==> src/include/conv_cfg.svh <==
`ifndef CONV_CFG_SVH
`define CONV_CFG_SVH

// data path widths
`define CONV_DATA_WIDTH 16
`define CONV_ACC_WIDTH 32

// image and kernel geometry
`define CONV_IFM_SIZE 6
`define CONV_KERNEL_SIZE 3
// kernel side squared
`define CONV_TAPS 9

// filter bank
`define CONV_NUM_UNITS 4

// host port
`define CONV_ADDR_WIDTH 8

`endif

==> src/logic/conv_pkg.sv <==
`include "conv_cfg.svh"

package conv_pkg;

	localparam int UNIT_BITS = $clog2(`CONV_NUM_UNITS);
	localparam int TAP_BITS = $clog2(`CONV_TAPS);
	localparam logic REGION_BIAS = 1'b1;

	typedef logic signed [`CONV_DATA_WIDTH-1:0] pixel_t;
	typedef logic signed [`CONV_ACC_WIDTH-1:0] acc_t;

	// tap 0 is the top left, raster order
	typedef pixel_t [`CONV_TAPS-1:0] window_t;
	typedef pixel_t [`CONV_TAPS-1:0] coeff_set_t;

	typedef struct packed {
		logic region;
		logic [UNIT_BITS-1:0] unit;
		logic [TAP_BITS-1:0] tap;
		logic [`CONV_ADDR_WIDTH-UNIT_BITS-TAP_BITS-2:0] spare;
	} weight_addr_t;

	typedef struct packed {
		logic region;
		logic [UNIT_BITS-1:0] unit;
		logic [`CONV_ADDR_WIDTH-UNIT_BITS-2:0] spare;
	} bias_addr_t;

	// region bit on top selects which view applies
	typedef union packed {
		weight_addr_t weight;
		bias_addr_t bias;
	} host_addr_u;

endpackage

==> src/logic/window_generator.sv <==
`include "conv_cfg.svh"

module window_generator (
	input logic clk,
	input logic reset,
	input logic pixel_valid,
	input conv_pkg::pixel_t pixel_data,
	output conv_pkg::window_t window,
	output logic window_valid
);

	localparam int K = `CONV_KERNEL_SIZE;
	localparam int IFM = `CONV_IFM_SIZE;
	localparam int POS_WIDTH = $clog2(IFM);
	localparam logic [POS_WIDTH-1:0] LAST_POS = POS_WIDTH'(IFM - 1);
	localparam logic [POS_WIDTH-1:0] EDGE_POS = POS_WIDTH'(K - 1);

	////////////////////////////////////////
	// line buffers
	////////////////////////////////////////

	// oldest entry sits at the top index, one row back from the input
	conv_pkg::pixel_t [IFM-1:0] line_0;
	conv_pkg::pixel_t [IFM-1:0] line_1;
	conv_pkg::pixel_t [K-1:0] column_in;

	logic [POS_WIDTH-1:0] row;
	logic [POS_WIDTH-1:0] col;

	always_ff @(posedge clk) begin
		if (pixel_valid) begin
			line_0 <= {line_0[IFM-2:0], pixel_data};
			line_1 <= {line_1[IFM-2:0], line_0[IFM-1]};
		end
	end

	// index 0 is the top row of the new window column
	assign column_in = {pixel_data, line_0[IFM-1], line_1[IFM-1]};

	////////////////////////////////////////
	// window shift register
	////////////////////////////////////////

	always_ff @(posedge clk) begin
		if (pixel_valid) begin
			for (int r = 0; r < K; r++) begin
				for (int c = 0; c < K - 1; c++) begin
					window[r*K+c] <= window[r*K+c+1];
				end
				window[r*K+K-1] <= column_in[r];
			end
		end
	end

	////////////////////////////////////////
	// position counters
	////////////////////////////////////////

	always_ff @(posedge clk) begin
		if (reset) begin
			row <= '0;
			col <= '0;
			window_valid <= 1'b0;
		end else begin
			// full window once two rows and two columns are behind us
			window_valid <= pixel_valid && (row >= EDGE_POS) && (col >= EDGE_POS);
			if (pixel_valid) begin
				if (col == LAST_POS) begin
					col <= '0;
					// wrap into the next frame
					if (row == LAST_POS) begin
						row <= '0;
					end else begin
						row <= row + 1'b1;
					end
				end else begin
					col <= col + 1'b1;
				end
			end
		end
	end

endmodule

==> config.mk <==
export PLATFORM = sky130hd
export DESIGN_NAME = window_generator
export DESIGN_NICKNAME = d
export VERILOG_FILES = /design/src/logic/conv_pkg.sv /design/src/logic/window_generator.sv
export VERILOG_INCLUDE_DIRS = /design/src /design/src/include
export SDC_FILE = /design/constraint.sdc
export NUM_CORES = 1
export LEC_CHECK = 0
export ABC_CLOCK_PERIOD_IN_PS = 2500
export CAP_MARGIN = 20
export CORE_MARGIN = 3
export CORE_UTILIZATION = 61
export CTS_BUF_LIST = sky130_fd_sc_hd__clkbuf_8
export CTS_CLUSTER_DIAMETER = 200
export DETAILED_ROUTE_END_ITERATION = 7
export DONT_BUFFER_PORTS = 1
export GPL_TIMING_DRIVEN = 0
export PLACE_DENSITY = 0.77
export SLEW_MARGIN = 15
export SYNTH_ARGS = -nofsm -noshare
export SYNTH_HDL_FRONTEND = slang
export SYNTH_SLANG_ARGS = --single-unit
==> constraint.sdc <==
create_clock -name clk -period 2.5 [get_ports clk]
set_input_delay 0.5 -clock clk [delete_from_list [all_inputs] [get_ports clk]]
set_output_delay 0.5 -clock clk [all_outputs]
set_load 0.02 [all_outputs]
==> summary.txt, run 1 <==
Run status
  – Result of the run: complete, no violations

STA
  – Final number of setup-violating endpoints: 0
  – Achievable clock frequency: 622.9 MHz
  – Number of pins with negative max-slew slack in the final report: 0
  – Fin. Hold Viols: 0
  – Clock skew after layout: 0.01462 ns
  – Final cycle utilization of the critical path: 64.22%
  – Worst relative slew slack: 82.29%
  – Transition time at the pin with the least slew margin: 0.2656 ns
  – Setup repair after global routing missed its margin: no
  – Final Critical Period: 1.605 ns
  – Setup TNS: 0 ns

Global route
  – Total congestion overflow after global routing: 0
  – Pin count of the biggest net entering global routing: 247
  – Initial antenna violation count: 0
  – Vias in the first global route: 3,054
  – Global-route wire length before repair: 15.92 mm
  – Global router's overall resource usage: 14.19%

Clocking
  – Clock Sink Count: 247
  – Clk Latency, worst-skew pair: 0.50 ns
  – Number of buffers added to fix hold violations after cts: 0
  – Clock-pin slew on the worst setup and hold paths: 0.06 ns
  – TritonCTS clock tree: built
  – Post-CTS Resized: 0
  – Number of H-tree branching levels: 2
  – Number of setup buffers added after CTS: 0
  – Number of buffers added by the clock tree synthesis step: 39
  – Cell at the root of the clock tree: sky130_fd_sc_hd__clkbuf_8
  – Maximum root-to-sink buffer count: 3

Floorplanning
  – # rows: 41
  – I/O Pins: 164
  – Floorplan core area: 0.01288 mm²
  – Die H: 121.9 µm
  – Die width: 121.9 µm
  – Overall die area: 0.01487 mm²
  – Starting density of the core: 63.69%

Synth
  – Number of distinct library cell variants in the gate-level netlist after synthesis: 14
  – Synth top area share: 87.89%
  – Top area cells in the synthesized netlist: sky130_fd_sc_hd__edfxtp_1 (88%), sky130_fd_sc_hd__buf_4 (8.8%), sky130_fd_sc_hd__dfxtp_1 (1.7%)
  – Register area share after synthesis: 89.59%
  – Syn. warnings: 0
  – Cell accounting for the most synthesized area: sky130_fd_sc_hd__edfxtp_1
  – Flip-flop and latch count after synthesis: 247
  – Synthesized area divided by synthesized cell count: 22.41 µm²
  – Instance count of the mapped netlist: 366
  – Total standard cell area after synthesis: 0.008200 mm²
  – Syn Nets: 385

Setup path
  – Critical path class: flip-flop to output port
  – Endpoint of the lowest-slack register-to-register path: row[1]
  – Crit path max-delay family: flip-flops
  – Number of buffers and inverters on the critical path: 1
  – Register-to-register setup slack: 1.48 ns
  – Beginning of the worst register-to-register path: col[0]
  – Required time at the worst-slack endpoint: 2.00 ns
  – Biggest cell delay along the critical path: 0.42 ns
  – Critical path, cell by cell: buf_4
  – Worst-case reg-to-reg path depth: 3
  – Critical path peak fanout: 2
  – Worst Setup End Kind: output port
  – Startpoint kind of the worst setup timing path: flip-flop
  – Cell at the slowest stage of the critical path: sky130_fd_sc_hd__edfxtp_1
  – Data arrival time of the worst path: 1.11 ns

Final layout
  – Fin nets: 426
  – Number of inserted filler cells in the final layout: 757
  – Area delta synth->final: 11.20%
  – Ratio of cells with drive above 1 in the final layout: 32.87%
  – Commonest non-fill, non-tap cell in the layout: sky130_fd_sc_hd__edfxtp_1
  – Number of cells in the finished layout apart from fillers: 607
  – Share of the core filled with cells in the final layout: 70.82%
  – ANT cells: 0
  – Most frequent cells in the layout: sky130_fd_sc_hd__edfxtp_1 (240), sky130_fd_sc_hd__buf_4 (96), sky130_fd_sc_hd__clkbuf_8 (44), sky130_fd_sc_hd__inv_1 (17), sky130_fd_sc_hd__dfxtp_1 (7)

Power and ir drop
  – Final total power: 8.221 mW
  – Leakage dissipation: 3.323 nW
  – Switching power: 1.682 mW
  – Comb pwr share: 3.4%
  – Portion of total power attributed to the clock network: 36.1%
  – Switching part of the total power: 20.46%
  – Internal power: 6.540 mW
  – Share of power burned in registers: 60.5%
  – IR drop worst, VDD: 0.5484 mV
  – PwrDens: 901.6 mW/mm²

Routing
  – Drc violations: 0
  – Total routed wirelength: 10.63 mm
  – Pre-Repair DR Iteration Count: 4
  – Final antenna-violating net count: 0
  – 1st-iter DRT viols: 213
  – Via count of the routed design: 3,018
  – Wirelength per Cell: 17.52 µm
  – DR vias/cell: 4.972

Placement
  – Placed cell count: 538
  – Placer Congestion: 0.6613
  – Number of port buffers: 0
  – Detailed-placement wirelength estimate: 6.294 mm

Hold path
  – Hold-critical path depth: 1
  – Min-Delay Endpoint: row[2]
  – Worst hold path type: input pin to flip-flop
  – Hold path start: reset

Job
  – Maxcap violations: 0
-- cell usage after synthesis (all sizes together) --
cell / count
inv: 1
nand4b: 3
mux2i: 1
nand2: 4
and4b: 1
nor4b: 1
o21ai: 2
buf: 96
nor2: 4
xnor2: 1
nand3: 1
dfxtp: 7
edfxtp: 240
a21oi: 4
-- registers in the layout, summed over array words and instances (netlist names) --
register      flops
window          144
column_in        32
line_0           32
line_1           32
col               3
row               3
window_valid      1
-- cells by family (layout without fill, tap and decap cells) --
family / after synthesis / after routing / synth area share (%)
and+or+nand+nor: 14 / 14 / 0.9764
AOI/OAI and AO/OA: 6 / 6 / 0.3662
muxes: 1 / 1 / 0.1221
buffers and inverters: 97 / 166 / 8.834
DFF: 247 / 247 / 89.59
xor gates and xnor gates: 1 / 1 / 0.1068
-- worst max-delay path by stage --
| stage | start | to | slack, ns | depth (start not counted) |
|---|---|---|---|---|
| detailed placement | pixel_valid | row[1] | 1.39 | 3 |
| global route | window[97] | window[97] | 0.84 | 1 |
| finish | window[58] | window[58] | 0.89 | 1 |
| floorplan | window[100] | window[100] | 1.49 | 1 |
| CTS | window[75] | window[75] | 0.85 | 1 |
| global placement | window[79] | window[79] | 1.41 | 1 |
-- per-stage QoR --
step           setup WS, ns  instance area (µm²)  hold WS [ns]
6_report             0.8945                 9119       0.05308
2_1_floorplan         1.486                 8200        0.4003
5_1_grt              0.8357                 9119      0.006362
4_1_cts              0.8490                 9119       0.01026
3_5_place_dp          1.390                 8416        0.4045
3_3_place_gp          1.414                 8416        0.4002
-- routing by layer --
metal / track usage, % / share of wire (%)
met2: 22.48 / 48
met1: 15.80 / 36
met3: 7.521 / 12
met4: 7.003 / 3.4
met5: 0 / 0
-- final cells by class --
| cell class | count | area [µm²] | area share (%) |
|---|---|---|---|
| Buffer | 96 | 720.7 | 7.903 |
| Tap cell | 172 | 215.2 | 2.360 |
| Sequential cell | 247 | 7347 | 80.57 |
| Clock buffer | 44 | 605.6 | 6.641 |
| Inverter | 1 | 3.754 | 0.04116 |
| Clock inverter | 25 | 97.59 | 1.070 |
| Multi-Input combinational cell | 22 | 128.9 | 1.413 |
-- power groups by stage --
stage          sequential [mW]  clock, mW  combinational (mW)
2_1_floorplan             5.02          0               0.261
3_3_place_gp              5.04          0               0.281
3_5_place_dp              5.06          0               0.284
4_1_cts                   4.98       3.07               0.285
5_1_grt                   5.00       3.27               0.292
6_report                  4.98       2.96               0.282
Note: power is estimated with default switching activity, not from simulation.
==> inputs of run 2 (changes only) <==
--- a/config.mk
+++ b/config.mk
@@ -6,16 +6,16 @@
 export SDC_FILE = /design/constraint.sdc
 export NUM_CORES = 1
 export LEC_CHECK = 0
-export ABC_CLOCK_PERIOD_IN_PS = 2500
+export ABC_CLOCK_PERIOD_IN_PS = 1400
 export CAP_MARGIN = 20
 export CORE_MARGIN = 3
-export CORE_UTILIZATION = 61
+export CORE_UTILIZATION = 59
 export CTS_BUF_LIST = sky130_fd_sc_hd__clkbuf_8
 export CTS_CLUSTER_DIAMETER = 200
 export DETAILED_ROUTE_END_ITERATION = 7
 export DONT_BUFFER_PORTS = 1
 export GPL_TIMING_DRIVEN = 0
-export PLACE_DENSITY = 0.77
+export PLACE_DENSITY = 0.78
 export SLEW_MARGIN = 15
 export SYNTH_ARGS = -nofsm -noshare
 export SYNTH_HDL_FRONTEND = slang
==> constraint.sdc (replaced) <==
create_clock -name clk -period 1.4 [get_ports clk]
set_input_delay 0.28 -clock clk [delete_from_list [all_inputs] [get_ports clk]]
set_output_delay 0.28 -clock clk [all_outputs]
set_load 0.02 [all_outputs]
==> run 2 against run 1 <==
Effect of this change: register-to-register slack got worse by 1.4 ns; sequential share of layout area shrank 6.0 points; combinational power increased to 2.6 times the previous value; clock-buffer cell count decreased by 3; non-clock buffer count grew 50; setup slack got worse by 0.88 ns; via count increased by 8.3%; first-iteration DRC count rose by 29%; critical path type unchanged; the run now ends with negative hold slack left.
==> summary.txt, run 2 (synthesized netlist as in run 1, its figures left out) <==
Run status
  – Result of the run: finished with violations
  – Failing checks: negative hold slack

Setup path
  – Startpoint kind of the worst setup timing path: flip-flop
  – Number of buffers and inverters on the critical path: 1
  – Required time at the worst-slack endpoint: 1.12 ns
  – Biggest cell delay along the critical path: 0.43 ns
  – Critical path class: flip-flop to output port
  – Beginning of the worst register-to-register path: col[0]
  – Critical path peak fanout: 2
  – Start point of the critical path: window[104]
  – Crit path max-delay family: flip-flops
  – Worst-case reg-to-reg path depth: 3
  – Worst Setup End Kind: output port
  – Register-to-register setup slack: 0.10 ns
  – Critical path, cell by cell: buf_6
  – Endpoint of the lowest-slack register-to-register path: col[2]
  – Data arrival time of the worst path: 1.11 ns
  – Cell at the slowest stage of the critical path: sky130_fd_sc_hd__edfxtp_1

Global route
  – Pin count of the biggest net entering global routing: 247
  – Vias in the first global route: 3,277
  – Initial antenna violation count: 0
  – Global-route wire length before repair: 16.74 mm
  – Global router's overall resource usage: 14.46%
  – Total congestion overflow after global routing: 0

Routing
  – Wirelength per Cell: 18.81 µm
  – Drc violations: 0
  – DR vias/cell: 4.940
  – Final antenna-violating net count: 0
  – 1st-iter DRT viols: 274
  – Pre-Repair DR Iteration Count: 4
  – Total routed wirelength: 12.45 mm
  – Via count of the routed design: 3,270

STA
  – Worst Setup Slack, final: 0.01039 ns
  – Transition time at the pin with the least slew margin: 0.4168 ns
  – Achievable clock frequency: 719.6 MHz
  – Final Critical Period: 1.390 ns
  – Worst relative slew slack: 72.22%
  – Number of pins with negative max-slew slack in the final report: 0
  – Clock skew after layout: 0.01770 ns
  – Setup TNS: 0 ns
  – Final number of setup-violating endpoints: 0
  – Final worst hold slack: -0.1178 ns
  – Setup repair after global routing missed its margin: yes
  – Fin. Hold Viols: 10
  – Final cycle utilization of the critical path: 99.26%

Clocking
  – Number of H-tree branching levels: 2
  – Number of buffers added to fix hold violations after cts: 19
  – Clock Sink Count: 247
  – Number of buffers added by the clock tree synthesis step: 39
  – Clk Latency, worst-skew pair: 0.51 ns
  – Maximum root-to-sink buffer count: 3
  – Clock-pin slew on the worst setup and hold paths: 0.07 ns
  – TritonCTS clock tree: built
  – Cell at the root of the clock tree: sky130_fd_sc_hd__clkbuf_8

Power and ir drop
  – PwrDens: 1518 mW/mm²
  – Portion of total power attributed to the clock network: 35.5%
  – Comb pwr share: 4.8%
  – Internal power: 11.74 mW
  – Share of power burned in registers: 59.7%
  – Switching part of the total power: 21.55%
  – Switching power: 3.224 mW
  – Final total power: 14.96 mW
  – Leakage dissipation: 3.640 nW
  – IR drop worst, VDD: 1.062 mV

Final layout
  – Commonest non-fill, non-tap cell in the layout: sky130_fd_sc_hd__edfxtp_1
  – Area of all placed cells without fillers: 0.009854 mm²
  – ANT cells: 0
  – Fin nets: 476
  – Flip-flop count of the largest register, all copies and words added: 144
  – Register containing the most flip-flops in the final layout: window
  – Number of inserted filler cells in the final layout: 752
  – Number of cells in the finished layout apart from fillers: 662
  – Share of the core filled with cells in the final layout: 73.54%
  – Most frequent cells in the layout: sky130_fd_sc_hd__edfxtp_1 (240), sky130_fd_sc_hd__buf_6 (84), sky130_fd_sc_hd__buf_4 (43), sky130_fd_sc_hd__clkbuf_8 (41), sky130_fd_sc_hd__dlygate4sd3_1 (19)
  – Ratio of cells with drive above 1 in the final layout: 37.04%
  – Area delta synth->final: 20.17%
  – Area occupied by multi-input gates: 128.9 µm²
  – Combined flip-flop and latch cell area: 0.007347 mm²

Floorplanning
  – # rows: 42
  – Die H: 123.9 µm
  – Die width: 123.9 µm
  – Overall die area: 0.01535 mm²
  – I/O Pins: 164
  – Starting density of the core: 61.20%
  – Floorplan core area: 0.01340 mm²

Placement
  – Placed cell count: 542
  – Number of port buffers: 0
  – Cell Area, Placed: 0.008421 mm²
  – Placer Congestion: 0.6579
  – Detailed-placement wirelength estimate: 6.305 mm
  – Post-placement setup slack: 0.3888 ns

Hold path
  – Hold path start: pixel_valid
  – Min-Delay Endpoint: window[126]
  – Worst hold path type: input pin to flip-flop
  – Hold-critical path depth: 0

Job
  – Maxcap violations: 0
run 2: how the worst max path moves through the flow:
stage | end | depth (start not counted) | slack (ns)
6_report | window[104] | 1 | 0.01
5_1_grt | window[104] | 1 | -0.04
4_1_cts | window[75] | 1 | -0.02
3_5_place_dp | row[1] | 3 | 0.39
3_3_place_gp | row[2] | 3 | 0.51
2_1_floorplan | row[2] | 3 | 0.53
run 2: area by class of cell:
type	count	area share [%]
clock inverter	29	1.333
buffer	96	10.51
clock buffer	41	5.726
multi-input combinational	22	1.308
tap	176	2.235
inverter	1	0.03809
timing repair buffer	50	4.292
sequential	247	74.56
run 2: timing repair:
action,CTS,global route
setup endpoints to repair,12,91
pin swaps,0,0
resized for setup,7,77
setup buffers,6,25
hold endpoints to repair,263,241
run 2: power groups by stage:
stage	combinational (mW)	clock, mW	sequential [mW]
2_1_floorplan	0.467	0	8.97
3_3_place_gp	0.504	0	9.00
3_5_place_dp	0.509	0	9.04
4_1_cts	0.577	5.48	8.89
5_1_grt	0.756	5.86	8.97
6_report	0.725	5.31	8.93
run 2: metal layers:
metal	track usage (%)	share of wire, %
met5	0	0
met4	5.339	1.6
met3	8.447	13
met2	22.98	51
met1	16.27	35
