==> src/include/conv_cfg.svh <==
`ifndef CONV_CFG_SVH
`define CONV_CFG_SVH

// data path widths
`define CONV_DATA_WIDTH 16
`define CONV_ACC_WIDTH 32

// image and kernel geometry
`define CONV_IFM_SIZE 6
`define CONV_KERNEL_SIZE 3
// kernel side squared
`define CONV_TAPS 9

// filter bank
`define CONV_NUM_UNITS 4

// host port
`define CONV_ADDR_WIDTH 8

`endif

==> src/logic/conv_pkg.sv <==
`include "conv_cfg.svh"

package conv_pkg;

	localparam int UNIT_BITS = $clog2(`CONV_NUM_UNITS);
	localparam int TAP_BITS = $clog2(`CONV_TAPS);
	localparam logic REGION_BIAS = 1'b1;

	typedef logic signed [`CONV_DATA_WIDTH-1:0] pixel_t;
	typedef logic signed [`CONV_ACC_WIDTH-1:0] acc_t;

	// tap 0 is the top left, raster order
	typedef pixel_t [`CONV_TAPS-1:0] window_t;
	typedef pixel_t [`CONV_TAPS-1:0] coeff_set_t;

	typedef struct packed {
		logic region;
		logic [UNIT_BITS-1:0] unit;
		logic [TAP_BITS-1:0] tap;
		logic [`CONV_ADDR_WIDTH-UNIT_BITS-TAP_BITS-2:0] spare;
	} weight_addr_t;

	typedef struct packed {
		logic region;
		logic [UNIT_BITS-1:0] unit;
		logic [`CONV_ADDR_WIDTH-UNIT_BITS-2:0] spare;
	} bias_addr_t;

	// region bit on top selects which view applies
	typedef union packed {
		weight_addr_t weight;
		bias_addr_t bias;
	} host_addr_u;

endpackage

==> src/logic/coefficient_store.sv <==
`include "conv_cfg.svh"

module coefficient_store (
	input logic clk,
	input logic reset,
	input logic host_write,
	input conv_pkg::host_addr_u host_address,
	input conv_pkg::pixel_t host_data,
	output conv_pkg::coeff_set_t weights [`CONV_NUM_UNITS],
	output conv_pkg::pixel_t bias [`CONV_NUM_UNITS]
);

	localparam logic [conv_pkg::TAP_BITS-1:0] TAP_LIMIT = conv_pkg::TAP_BITS'(`CONV_TAPS);

	logic weight_write;
	logic bias_write;

	////////////////////////////////////////
	// address decode
	////////////////////////////////////////

	always_comb begin
		bias_write = host_write && (host_address.bias.region == conv_pkg::REGION_BIAS);
		// taps past the kernel are dropped
		weight_write = host_write
			&& (host_address.weight.region != conv_pkg::REGION_BIAS)
			&& (host_address.weight.tap < TAP_LIMIT);
	end

	////////////////////////////////////////
	// coefficient registers
	////////////////////////////////////////

	always_ff @(posedge clk) begin
		if (reset) begin
			for (int u = 0; u < `CONV_NUM_UNITS; u++) begin
				weights[u] <= '0;
				bias[u] <= '0;
			end
		end else begin
			if (weight_write) begin
				weights[host_address.weight.unit][host_address.weight.tap] <= host_data;
			end
			if (bias_write) begin
				bias[host_address.bias.unit] <= host_data;
			end
		end
	end

endmodule

==> config.mk <==
export PLATFORM = sky130hd
export DESIGN_NAME = coefficient_store
export DESIGN_NICKNAME = d
export VERILOG_FILES = /design/src/logic/conv_pkg.sv /design/src/logic/coefficient_store.sv
export VERILOG_INCLUDE_DIRS = /design/src /design/src/include
export SDC_FILE = /design/constraint.sdc
export NUM_CORES = 1
export LEC_CHECK = 0
export BUFFER_PORTS_ARGS = -buffer_cell sky130_fd_sc_hd__buf_2
export CAP_MARGIN = 20
export CORE_AREA = 2 2 260 262
export DETAILED_ROUTE_END_ITERATION = 10
export DIE_AREA = 0 0 262 264
export GPL_TIMING_DRIVEN = 0
export PLACE_DENSITY = 0.62
export SLEW_MARGIN = 15
export SYNTH_ARGS = -nofsm -noshare
export SYNTH_HDL_FRONTEND = slang
export SYNTH_SLANG_ARGS = --single-unit
==> constraint.sdc <==
create_clock -name clk -period 2 [get_ports clk]
set_clock_uncertainty 0.2 [all_clocks]
set_input_delay 0.1 -clock clk [delete_from_list [all_inputs] [get_ports clk]]
set_output_delay 0.1 -clock clk [all_outputs]
set_load 0.02 [all_outputs]
==> results of run 1 <==
==> state kept, by name, summed over array words and instances, names as in the netlist <==
| name | count |
|---|---|
| bias | 64 |
| weights | 576 |
==> worst reg2reg max path, cell delays in order (launching register included) <==
cell and delay [ps]:
dfxtp_1 410, nand2b_1 80, mux2i_1 130
==> synthesized netlist by cell type <==
master	n	area (um2)
and4b_1	4	40.0
mux2i_1	576	5770
buf_1	4	15.0
buf_2	13	65.1
nand4bb_1	1	11.3
buf_4	20	150
nor4bb_1	3	30.0
a21oi_1	64	320
nand4b_1	2	17.5
and4bb_2	3	37.5
nand4_1	1	6.26
nand2_2	34	213
clkbuf_1	146	548
nand2b_1	592	3700
dfxtp_1	640	12800
buf_6	16	180
nor4b_1	1	8.76
and2_1	1	6.26
nor4_4	1	21.3
nor4b_4	4	95.1
nand2_1	129	484
and4_1	1	8.76
==> cell type report <==
class | count | area [um2] | area share (%)
Sequential cell | 640 | 12800 | 40.5
Multi-Input combinational cell | 1417 | 10800 | 34.2
Timing Repair Buffer | 691 | 3590 | 11.4
Clock buffer | 104 | 2090 | 6.62
Tap cell | 873 | 1090 | 3.45
Buffer | 182 | 931 | 2.94
Clock inverter | 23 | 284 | 0.898
==> kinds of logic (layout without fill, tap and decap cells) <==
| family | Yosys count | in the layout |
|---|---|---|
| AOI/OAI and AO/OA | 64 | 64 |
| buffers and inverters | 199 | 1000 |
| DFF | 640 | 640 |
| muxes | 576 | 576 |
| and+or+nand+nor | 777 | 777 |
==> report_power, final <==
group / total, mW / internal [mW] / switching, mW
Sequential: 12.8 / 12.8 / 0.0273
Combinational: 1.26 / 0.414 / 0.846
Clock: 13.4 / 7.84 / 5.54
Total: 27.5 / 21.1 / 6.41
==> what timing repair did <==
| item | CTS | global route |
|---|---|---|
| hold buffers | 27 | 0 |
| cloned | 0 | 0 |
| endpoints found under the hold margin | 140 | 0 |
| pin swaps | 0 | 0 |
| setup endpoints to repair | 592 | 87 |
| resized for setup | 31 | 22 |
| setup buffers | 0 | 0 |
==> metrics by stage <==
step / worst slack, ps / util (%) / hold slack, ps / cells
after CTS: -4.57 / 47.5 / 8.67 / 3931
after floorplan: 333 / - / 36.0 / 2256
after global routing: 1.90 / 47.5 / 56.0 / 3930
after global placement: -1680 / 43.5 / 196 / 3793
after detailed placement: -1770 / 43.5 / 199 / 3793
final: 74.1 / 47.5 / 32.8 / 3930
==> worst max path at each step <==
stage	from	to	slack [ps]	depth (start not counted)
finish	reset	weights[234]	70	5
CTS	reset	weights[373]	-5	5
global route	reset	weights[506]	2	5
detailed placement	reset	weights[250]	-1770	6
floorplan	host_address[6]	weights[437]	330	7
global placement	reset	weights[250]	-1680	6
==> metal layers <==
layer  GRT usage (%)  share of wire [%]
met5               0              0.013
met2            42.6                 48
met1            31.2                 42
met4            10.6                3.9
met3            6.67                6.8
==> metrics.md, run 1 <==
| Metric | Value |
|---|---|
| WP buf/inv | `3` |
| Reg2reg end | `weights[299]` |
| Placed cell areas | `0.0290 mm2` |
| Flops & latches, synth | `640` |
| N_diodes | `0` |
| Hold Path Depth | `6` |
| Pwr dens | `869 mW/mm2` |
| Routed vias/inst | `4.86` |
| Least-Margin Pin Slew | `988 ps` |
| Top delay family on crit path | `buffers and inverters` |
| WP data required | `2260 ps` |
| Status | `complete, no violations` |
| RSZ-0062 raised after global routing | `false` |
| CTS buffer count | `71` |
| Antenna-violating nets left | `0` |
| Worst-path fanout max | `10` |
| Synth Area in Compound Gates | `1.31%` |
| Sequential-to-total area share from yosys stat | `52.2%` |
| Boundary pin count | `667` |
| Rel. slew slack | `34.2%` |
| Max Slew Vio Count | `0` |
| Sink Count | `640` |
| Post-Synth Adder-Cell Area | `0%` |
| Most common cell after layout, fill and taps aside | `buf_2` |
| Buffers added on ports | `664` |
| Post-synthesis cell area | `0.0245 mm2` |
| Avg WL per Cell | `23.2 um` |
| DRC viols | `0` |
| Die H | `264 um` |
| Aggregate global-route resource usage | `25.6%` |
| Mapped Cells | `2256` |
| Number of core rows | `95` |
| Max stage delay cell, worst path | `clkbuf_2` |
| CP arrival | `2180 ps` |
| CTS tree | `done` |
| Cell chain of the critical path | `clkbuf_2 > clkbuf_1 > nand2b_2 > clkbuf_2 > mux2i_1` |
| Largest family of logic cells by synthesized area | `multiplexers` |
| Count of different cell masters after synthesis | `22` |
| R2R Path Start | `weights[299]` |
| XOR/XNOR Fraction of Synth Area | `0%` |
| Leakage | `17.2 nW` |
| Syn_nets | `2283` |
| Simple logic cell fraction of the synthesized area | `19.1%` |
| CP most frequent cell | `clkbuf_2` |
| Core Box Area | `0.0666 mm2` |
| Pwr Total | `27.5 mW` |
| WHS Endpoint | `bias[54]` |
| Synthesized area per cell | `10.9 um2` |
| Worst IR drop on VDD | `0.000569 V` |
| Min-delay worst type | `in -> reg` |
| DRT iter0 DRCs | `905` |
| Die Wd | `262 um` |
| First-pass GRT wire length | `130 mm` |
| Mux cell area share after synthesis | `23.5%` |
| Initial Util | `36.9%` |
| Fmax | `0.519 GHz` |
| R2R depth | `2` |
| Max_cap viols | `0` |
| Filler cells | `6290` |
| GPL Wtd Cong | `0.845` |
| Final Cell Area | `0.0316 mm2` |
| GR Overflow Total | `0` |
| Final net count | `3030` |
| Setup TNS Final | `0 ps` |
| Crit-path max cell delay | `560 ps` |
| Initial antenna violation count | `1` |
| DRT Wirelength | `91.3 mm` |
| Via count of the first global-routing pass | `19300` |
| Worst skew pair latency | `610 ps` |
| Post-DP HPWL | `66.5 mm` |
| Worst-path clk slew | `60 ps` |
| Area grow syn2layout | `28.8%` |
| Commonest cells after routing, fill and taps aside | `buf_2, dfxtp_1, nand2b_1, mux2i_1, nand2_1` |
| CTS max path bufs | `3` |
| Hold Fails Final Rpt | `0` |
| Layout cells sized above 1 | `29.7%` |
| Die ar. | `0.0692 mm2` |
| Worst Min Path Start | `host_write` |
| CP Class | `in -> reg` |
| Setup Viol. Count Final | `0` |
| Startpoint Class | `input pin` |
| Yosys warnings | `0` |
| Root buf cell | `clkbuf_16` |
| Crit path capture type | `flop` |
| Vias | `19100` |
| 1st-pass router iterations | `5` |
| Pin count of the biggest net entering global routing | `14` |
| H-tree Lvls | `3` |
| Flop2flop setup slack | `1100 ps` |
| Final period util | `96.3%` |
| Post-route minimum period | `1930 ps` |
No activity file was read; power rests on OpenSTA's default activity.
==> run 2, diff against run 1 <==
--- a/config.mk
+++ b/config.mk
@@ -12,6 +12,7 @@
 export DETAILED_ROUTE_END_ITERATION = 10
 export DIE_AREA = 0 0 262 264
 export GPL_TIMING_DRIVEN = 0
+export MAX_ROUTING_LAYER = met4
 export PLACE_DENSITY = 0.62
 export SLEW_MARGIN = 15
 export SYNTH_ARGS = -nofsm -noshare
==> run 2 against run 1 <==
Clock-buffer cell count increased by 1. Hold slack improved by 17 ps. Worst setup slack got worse by 63 ps. Sequential share of layout area down 0.12 points. Power up 1.8%. Design area rose by 0.28%. Critical path depth unchanged. Largest cell class unchanged.
==> metrics.md, run 2 (synthesis results as in run 1) <==
| Metric | Value |
|---|---|
| Avg WL per Cell | `23.2 um` |
| DRT iter0 DRCs | `1103` |
| WP buf/inv | `3` |
| CP most frequent cell | `clkbuf_1` |
| Pin count of the biggest net entering global routing | `14` |
| Most common cell after layout, fill and taps aside | `buf_2` |
| Max stage delay cell, worst path | `nand2b_1` |
| Min-delay worst type | `in -> reg` |
| Leakage | `17.3 nW` |
| Die ar. | `0.0692 mm2` |
| Final net count | `3030` |
| Top Registers | `weights (576), bias (64)` |
| Hold_ws | `50.1 ps` |
| Worst-path clk slew | `60 ps` |
| Routed vias/inst | `4.86` |
| DRC viols | `0` |
| Final period util | `99.4%` |
| Antenna-violating nets left | `0` |
| Max Slew Vio Count | `0` |
| H-tree Lvls | `3` |
| CTS buffer count | `72` |
| Setup TNS Final | `0 ps` |
| Rel. slew slack | `37.1%` |
| Max_cap viols | `0` |
| Pwr dens | `882 mW/mm2` |
| Worst skew pair latency | `600 ps` |
| Final Cell Area | `0.0317 mm2` |
| Setup Viol. Count Final | `0` |
| Least-Margin Pin Slew | `943 ps` |
| GR Overflow Total | `0` |
| RSZ-0062 raised after global routing | `false` |
| Post-DP HPWL | `66.6 mm` |
| Sw Share | `23.1%` |
| Placed cell areas | `0.0290 mm2` |
| Post-CTS Setup Bufs | `0` |
| Setup ws final | `11.4 ps` |
| Core Box Area | `0.0666 mm2` |
| Via count of the first global-routing pass | `19400` |
| First-pass GRT wire length | `131 mm` |
| Pre-CTS setup slack | `-1660 ps` |
| Vias | `19100` |
| Initial Util | `36.9%` |
| Number of core rows | `95` |
| Fmax | `0.503 GHz` |
| Combinational Power Share | `4.5%` |
| CTS tree | `done` |
| CP arrival | `2240 ps` |
| Status | `complete, no violations` |
| WP data required | `2250 ps` |
| Post-route minimum period | `1990 ps` |
| Hold Fails Final Rpt | `0` |
| DRT Wirelength | `91.1 mm` |
| 1st-pass router iterations | `5` |
| Crit path capture type | `flop` |
| Worst-path fanout max | `10` |
| NetSw | `6.47 mW` |
| Initial antenna violation count | `0` |
| Root buf cell | `clkbuf_16` |
| Crit-path max cell delay | `700 ps` |
| Die Wd | `262 um` |
| Layout cells sized above 1 | `29.7%` |
| Buffers added on ports | `664` |
| Filler cells | `6251` |
| Top delay family on crit path | `buffers and inverters` |
| Sequential power share | `45.9%` |
| Layout Utilization | `47.6%` |
| Area grow syn2layout | `29.2%` |
| Die H | `264 um` |
| Int Power | `21.5 mW` |
| Commonest cells after routing, fill and taps aside | `buf_2, dfxtp_1, nand2b_1, mux2i_1, nand2_1` |
| GPL Wtd Cong | `0.850` |
| CP Class | `in -> reg` |
| Startpoint Class | `input pin` |
| Cell chain of the critical path | `clkbuf_2 > clkbuf_1 > nand2b_1 > clkbuf_1 > mux2i_1` |
| Boundary pin count | `667` |
| Clock Power Share | `49.6%` |
| CTS max path bufs | `3` |
| Aggregate global-route resource usage | `26.4%` |
| Largest register FFs | `576` |
| Worst IR drop on VDD | `0.000647 V` |
| Biggest register | `weights` |
| Sink Count | `640` |
==> run 2: changes by cell type in the layout (fill, tap and decap cells not counted), sizes merged <==
cell / delta
clkbuf: +2
inv: +1
diode: +1
dlygate4sd3: -3
buf: +1
bufinv: +1
clkinv: -1
==> run 2: layer usage <==
metal  wire (um)  vias up  track usage, %
li1            -     8909               -
met1       38700     9445            32.1
met2       43300      575            42.2
met3        5380      196            5.72
met4        3710        0            10.8
met5           0        -               -
==> run 2: repair_timing <==
item	in CTS	in global routing
setup endpoints to repair	594	17
hold buffers	24	0
endpoints found under the hold margin	152	0
gates resized for setup	29	11
==> run 2: final timing paths <==
kind	startpoint	endpoint	slack, ps	depth (start not counted)
worst max register to register	weights[299]	weights[299]	1120	2
worst min register to register	bias[53]	bias[53]	250	2
worst min-delay path	host_address[2]	weights[451]	50	4
worst max-delay path	reset	weights[328]	10	5
==> run 2: power groups by stage <==
stage | logic, mW | clock network, mW | registers, mW
detailed placement | 1.24 | 0 | 13.1
CTS | 1.27 | 14.1 | 12.8
global route | 1.33 | 14.7 | 12.8
global placement | 1.22 | 0 | 13.1
finish | 1.26 | 13.9 | 12.8
floorplan | 0.605 | 0 | 13.2
==> run 2: worst reg2reg max path, cell delays in order, from the launching register on <==
cell and delay (ps):
dfxtp_1 410, nand2b_1 80, mux2i_1 120
==> run 2: metrics by stage <==
| step | total power [mW] | std cells |
|---|---|---|
| 6_report | 28.0 | 3932 |
| 5_1_grt | 28.8 | 3931 |
| 4_1_cts | 28.2 | 3931 |
| 3_5_place_dp | 14.3 | 3794 |
| 3_3_place_gp | 14.3 | 3793 |
| 2_1_floorplan | 13.8 | 2256 |
==> run 2: cell type report <==
cell class	instances	area, um2	share of cell area [%]
antenna	1	2.50	0.00789
buffer	183	923	2.91
clock buffer	105	2180	6.87
clock inverter	24	310	0.979
multi-input combinational	1417	10800	34.1
sequential	640	12800	40.4
tap	873	1090	3.45
timing repair buffer	689	3580	11.3
==> run 3, diff against run 2 <==
--- a/config.mk
+++ b/config.mk
@@ -14,6 +14,7 @@
 export GPL_TIMING_DRIVEN = 0
 export MAX_ROUTING_LAYER = met4
 export PLACE_DENSITY = 0.62
+export RECOVER_POWER = 50
 export SLEW_MARGIN = 15
 export SYNTH_ARGS = -nofsm -noshare
 export SYNTH_HDL_FRONTEND = slang
==> constraint.sdc (replaced) <==
create_clock -name clk -period 2 [get_ports clk]
set_clock_uncertainty 0.2 [all_clocks]
set_input_delay 0.5 -clock clk [delete_from_list [all_inputs] [get_ports clk]]
set_output_delay 0.5 -clock clk [all_outputs]
set_load 0.02 [all_outputs]
==> run 3 against run 2 <==
The flow now finishes with violations (setup timing). Global-route usage shrank 0.21 points. Design area shrank 1.5%. Die area is the same. Critical path depth grew 2. Largest cell class unchanged. Sequential power is essentially flat. Sequential cell count is the same. Register-to-register slack lost 20 ps. Largest power group unchanged. Wire length is essentially flat. Cell count shrank 0.10%. Sequential share of layout area grew 0.63 points. Utilization shrank 0.73 points. Power shrank 2.3%.
==> metrics.md, run 3 (synthesis results as in run 1) <==
| Metric | Value |
|---|---|
| Post-DP HPWL | `66.4 mm` |
| Setup TNS Final | `-142 ps` |
| Rel. slew slack | `42.4%` |
| Area occupied by multi-input gates | `0.0108 mm2` |
| Leakage | `15.9 nW` |
| Worst skew pair latency | `610 ps` |
| Most common cell after layout, fill and taps aside | `dfxtp_1` |
| Top delay family on crit path | `buffers and inverters` |
| Biggest register | `weights` |
| Antenna-violating nets left | `0` |
| CTS buffer count | `71` |
| Pwr Total | `27.3 mW` |
| Layout cells sized above 1 | `20.6%` |
| Initial antenna violation count | `2` |
| Worst Min Path Start | `host_address[6]` |
| GR Overflow Total | `0` |
| Root buf cell | `clkbuf_16` |
| Die H | `264 um` |
| DRT iter0 DRCs | `1042` |
| Cell chain of the critical path | `buf_2 > clkbuf_1 > nor4b_1 > clkbuf_2 > nand2_2 > buf_6 > mux2i_1` |
| Pre-CTS setup slack | `-2000 ps` |
| Fmax | `0.495 GHz` |
| CTS tree | `done` |
| Top Registers | `weights (576), bias (64)` |
| Failing checks | `setup timing` |
| Routed vias/inst | `4.83` |
| 1st-pass router iterations | `5` |
| Avg WL per Cell | `23.2 um` |
| Hold Fails Final Rpt | `0` |
| Worst-path fanout max | `10` |
| H-tree Lvls | `3` |
| CP arrival | `2300 ps` |
| Area grow syn2layout | `27.2%` |
| WP data required | `2280 ps` |
| Core Box Area | `0.0666 mm2` |
| Max_cap viols | `0` |
| Setup ws final | `-20.5 ps` |
| Min-delay worst type | `in -> reg` |
| WP buf/inv | `4` |
| CTS max path bufs | `3` |
| Crit path capture type | `flop` |
| Worst Setup SP | `host_address[6]` |
| Die Wd | `262 um` |
| Commonest cells after routing, fill and taps aside | `dfxtp_1, nand2b_1, mux2i_1, clkbuf_1, buf_2` |
| Worst IR drop on VDD | `0.000636 V` |
| Via count of the first global-routing pass | `19100` |
| Crit-path max cell delay | `390 ps` |
| Buffers added on ports | `664` |
| Largest register FFs | `576` |
| Final period util | `101%` |
| GPL Wtd Cong | `0.861` |
| Number of core rows | `95` |
| First-pass GRT wire length | `129 mm` |
| Least-Margin Pin Slew | `864 ps` |
| Die ar. | `0.0692 mm2` |
| Sink Count | `640` |
| Final net count | `3023` |
| Startpoint Class | `input pin` |
| Boundary pin count | `667` |
| Vias | `19000` |
| Status | `finished with violations` |
| Post-route minimum period | `2020 ps` |
| Setup Viol. Count Final | `24` |
| Aggregate global-route resource usage | `26.2%` |
| Pin count of the biggest net entering global routing | `14` |
| Max stage delay cell, worst path | `nor4b_1` |
| CP Class | `in -> reg` |
| RSZ-0062 raised after global routing | `true` |
| DRC viols | `0` |
| Reg area | `0.0128 mm2` |
| Max Slew Vio Count | `0` |
| Initial Util | `36.9%` |
| R2R Path Start | `weights[300]` |
| Pwr dens | `875 mW/mm2` |
| Hold_ws | `221 ps` |
| Worst-path clk slew | `60 ps` |
| Filler cells | `6435` |
| DRT Wirelength | `91.2 mm` |
[run 3: changes by cell type in the layout (fill, tap and decap cells not counted), moves of 6 or more]
cell / previous run / this run
buf_2: 677 / 286
clkbuf_1: 122 / 408
clkbuf_2: 20 / 126
clkbuf_8: 19 / 10
clkinv_2: 10 / 19
dlygate4sd3_1: 24 / 16
nand2b_4: 0 / 7
nand2b_2: 15 / 9
[run 3: routing by layer]
layer | up-vias | global-route usage [%] | routed length [um] | part of all wire (%)
met2 | 583 | 42.3 | 43600 | 48
met4 | 0 | 10.4 | 3490 | 3.8
met3 | 164 | 5.89 | 5730 | 6.3
li1 | 8891 | - | - | -
met5 | - | - | 0 | 0
met1 | 9321 | 31.4 | 38400 | 42
[run 3: per-stage QoR]
stage / instance area [um2] / util (%) / cells
after floorplan: 24600 / - / 2256
after global placement: 29000 / 43.5 / 3793
after detailed placement: 29000 / 43.5 / 3793
after CTS: 31600 / 47.4 / 3924
after global routing: 31200 / 46.9 / 3926
final: 31200 / 46.9 / 3928
[run 3: worst paths after layout]
path	to	slack, ps	cells past startpoint
setup / recovery	weights[461]	-20	7
hold / removal	bias[52]	220	5
setup reg to reg	weights[300]	1100	2
hold reg to reg	bias[6]	260	2
[run 3: repair_timing]
action / 4_1_cts / 5_1_grt
resized for setup: 74 / 13
setup endpoints to repair: 640 / 272
endpoints found under the hold margin: 60 / 0
setup buffers: 2 / 2
hold buffers: 16 / 0
pin swaps: 0 / 0
[run 3: where the power goes]
| group | switching (mW) | internal (mW) |
|---|---|---|
| Sequential | 0.0290 | 12.8 |
| Clock | 5.55 | 7.68 |
| Combinational | 0.857 | 0.413 |
[run 3: area by class of cell]
cell class,instances,area share [%]
Antenna cell,3,0.0240
Buffer,182,3.13
Clock buffer,97,6.46
Clock inverter,32,1.10
Multi-Input combinational cell,1417,34.7
Sequential cell,640,41.0
Tap cell,873,3.50
Timing Repair Buffer,684,10.0
[run 3: tightest hold or removal path, delay by kind of cell]
| kind | cells | cell delay, ps |
|---|---|---|
| compound gates | 1 | 50 |
| buf+inv | 2 | 280 |
| simple gates | 2 | 160 |
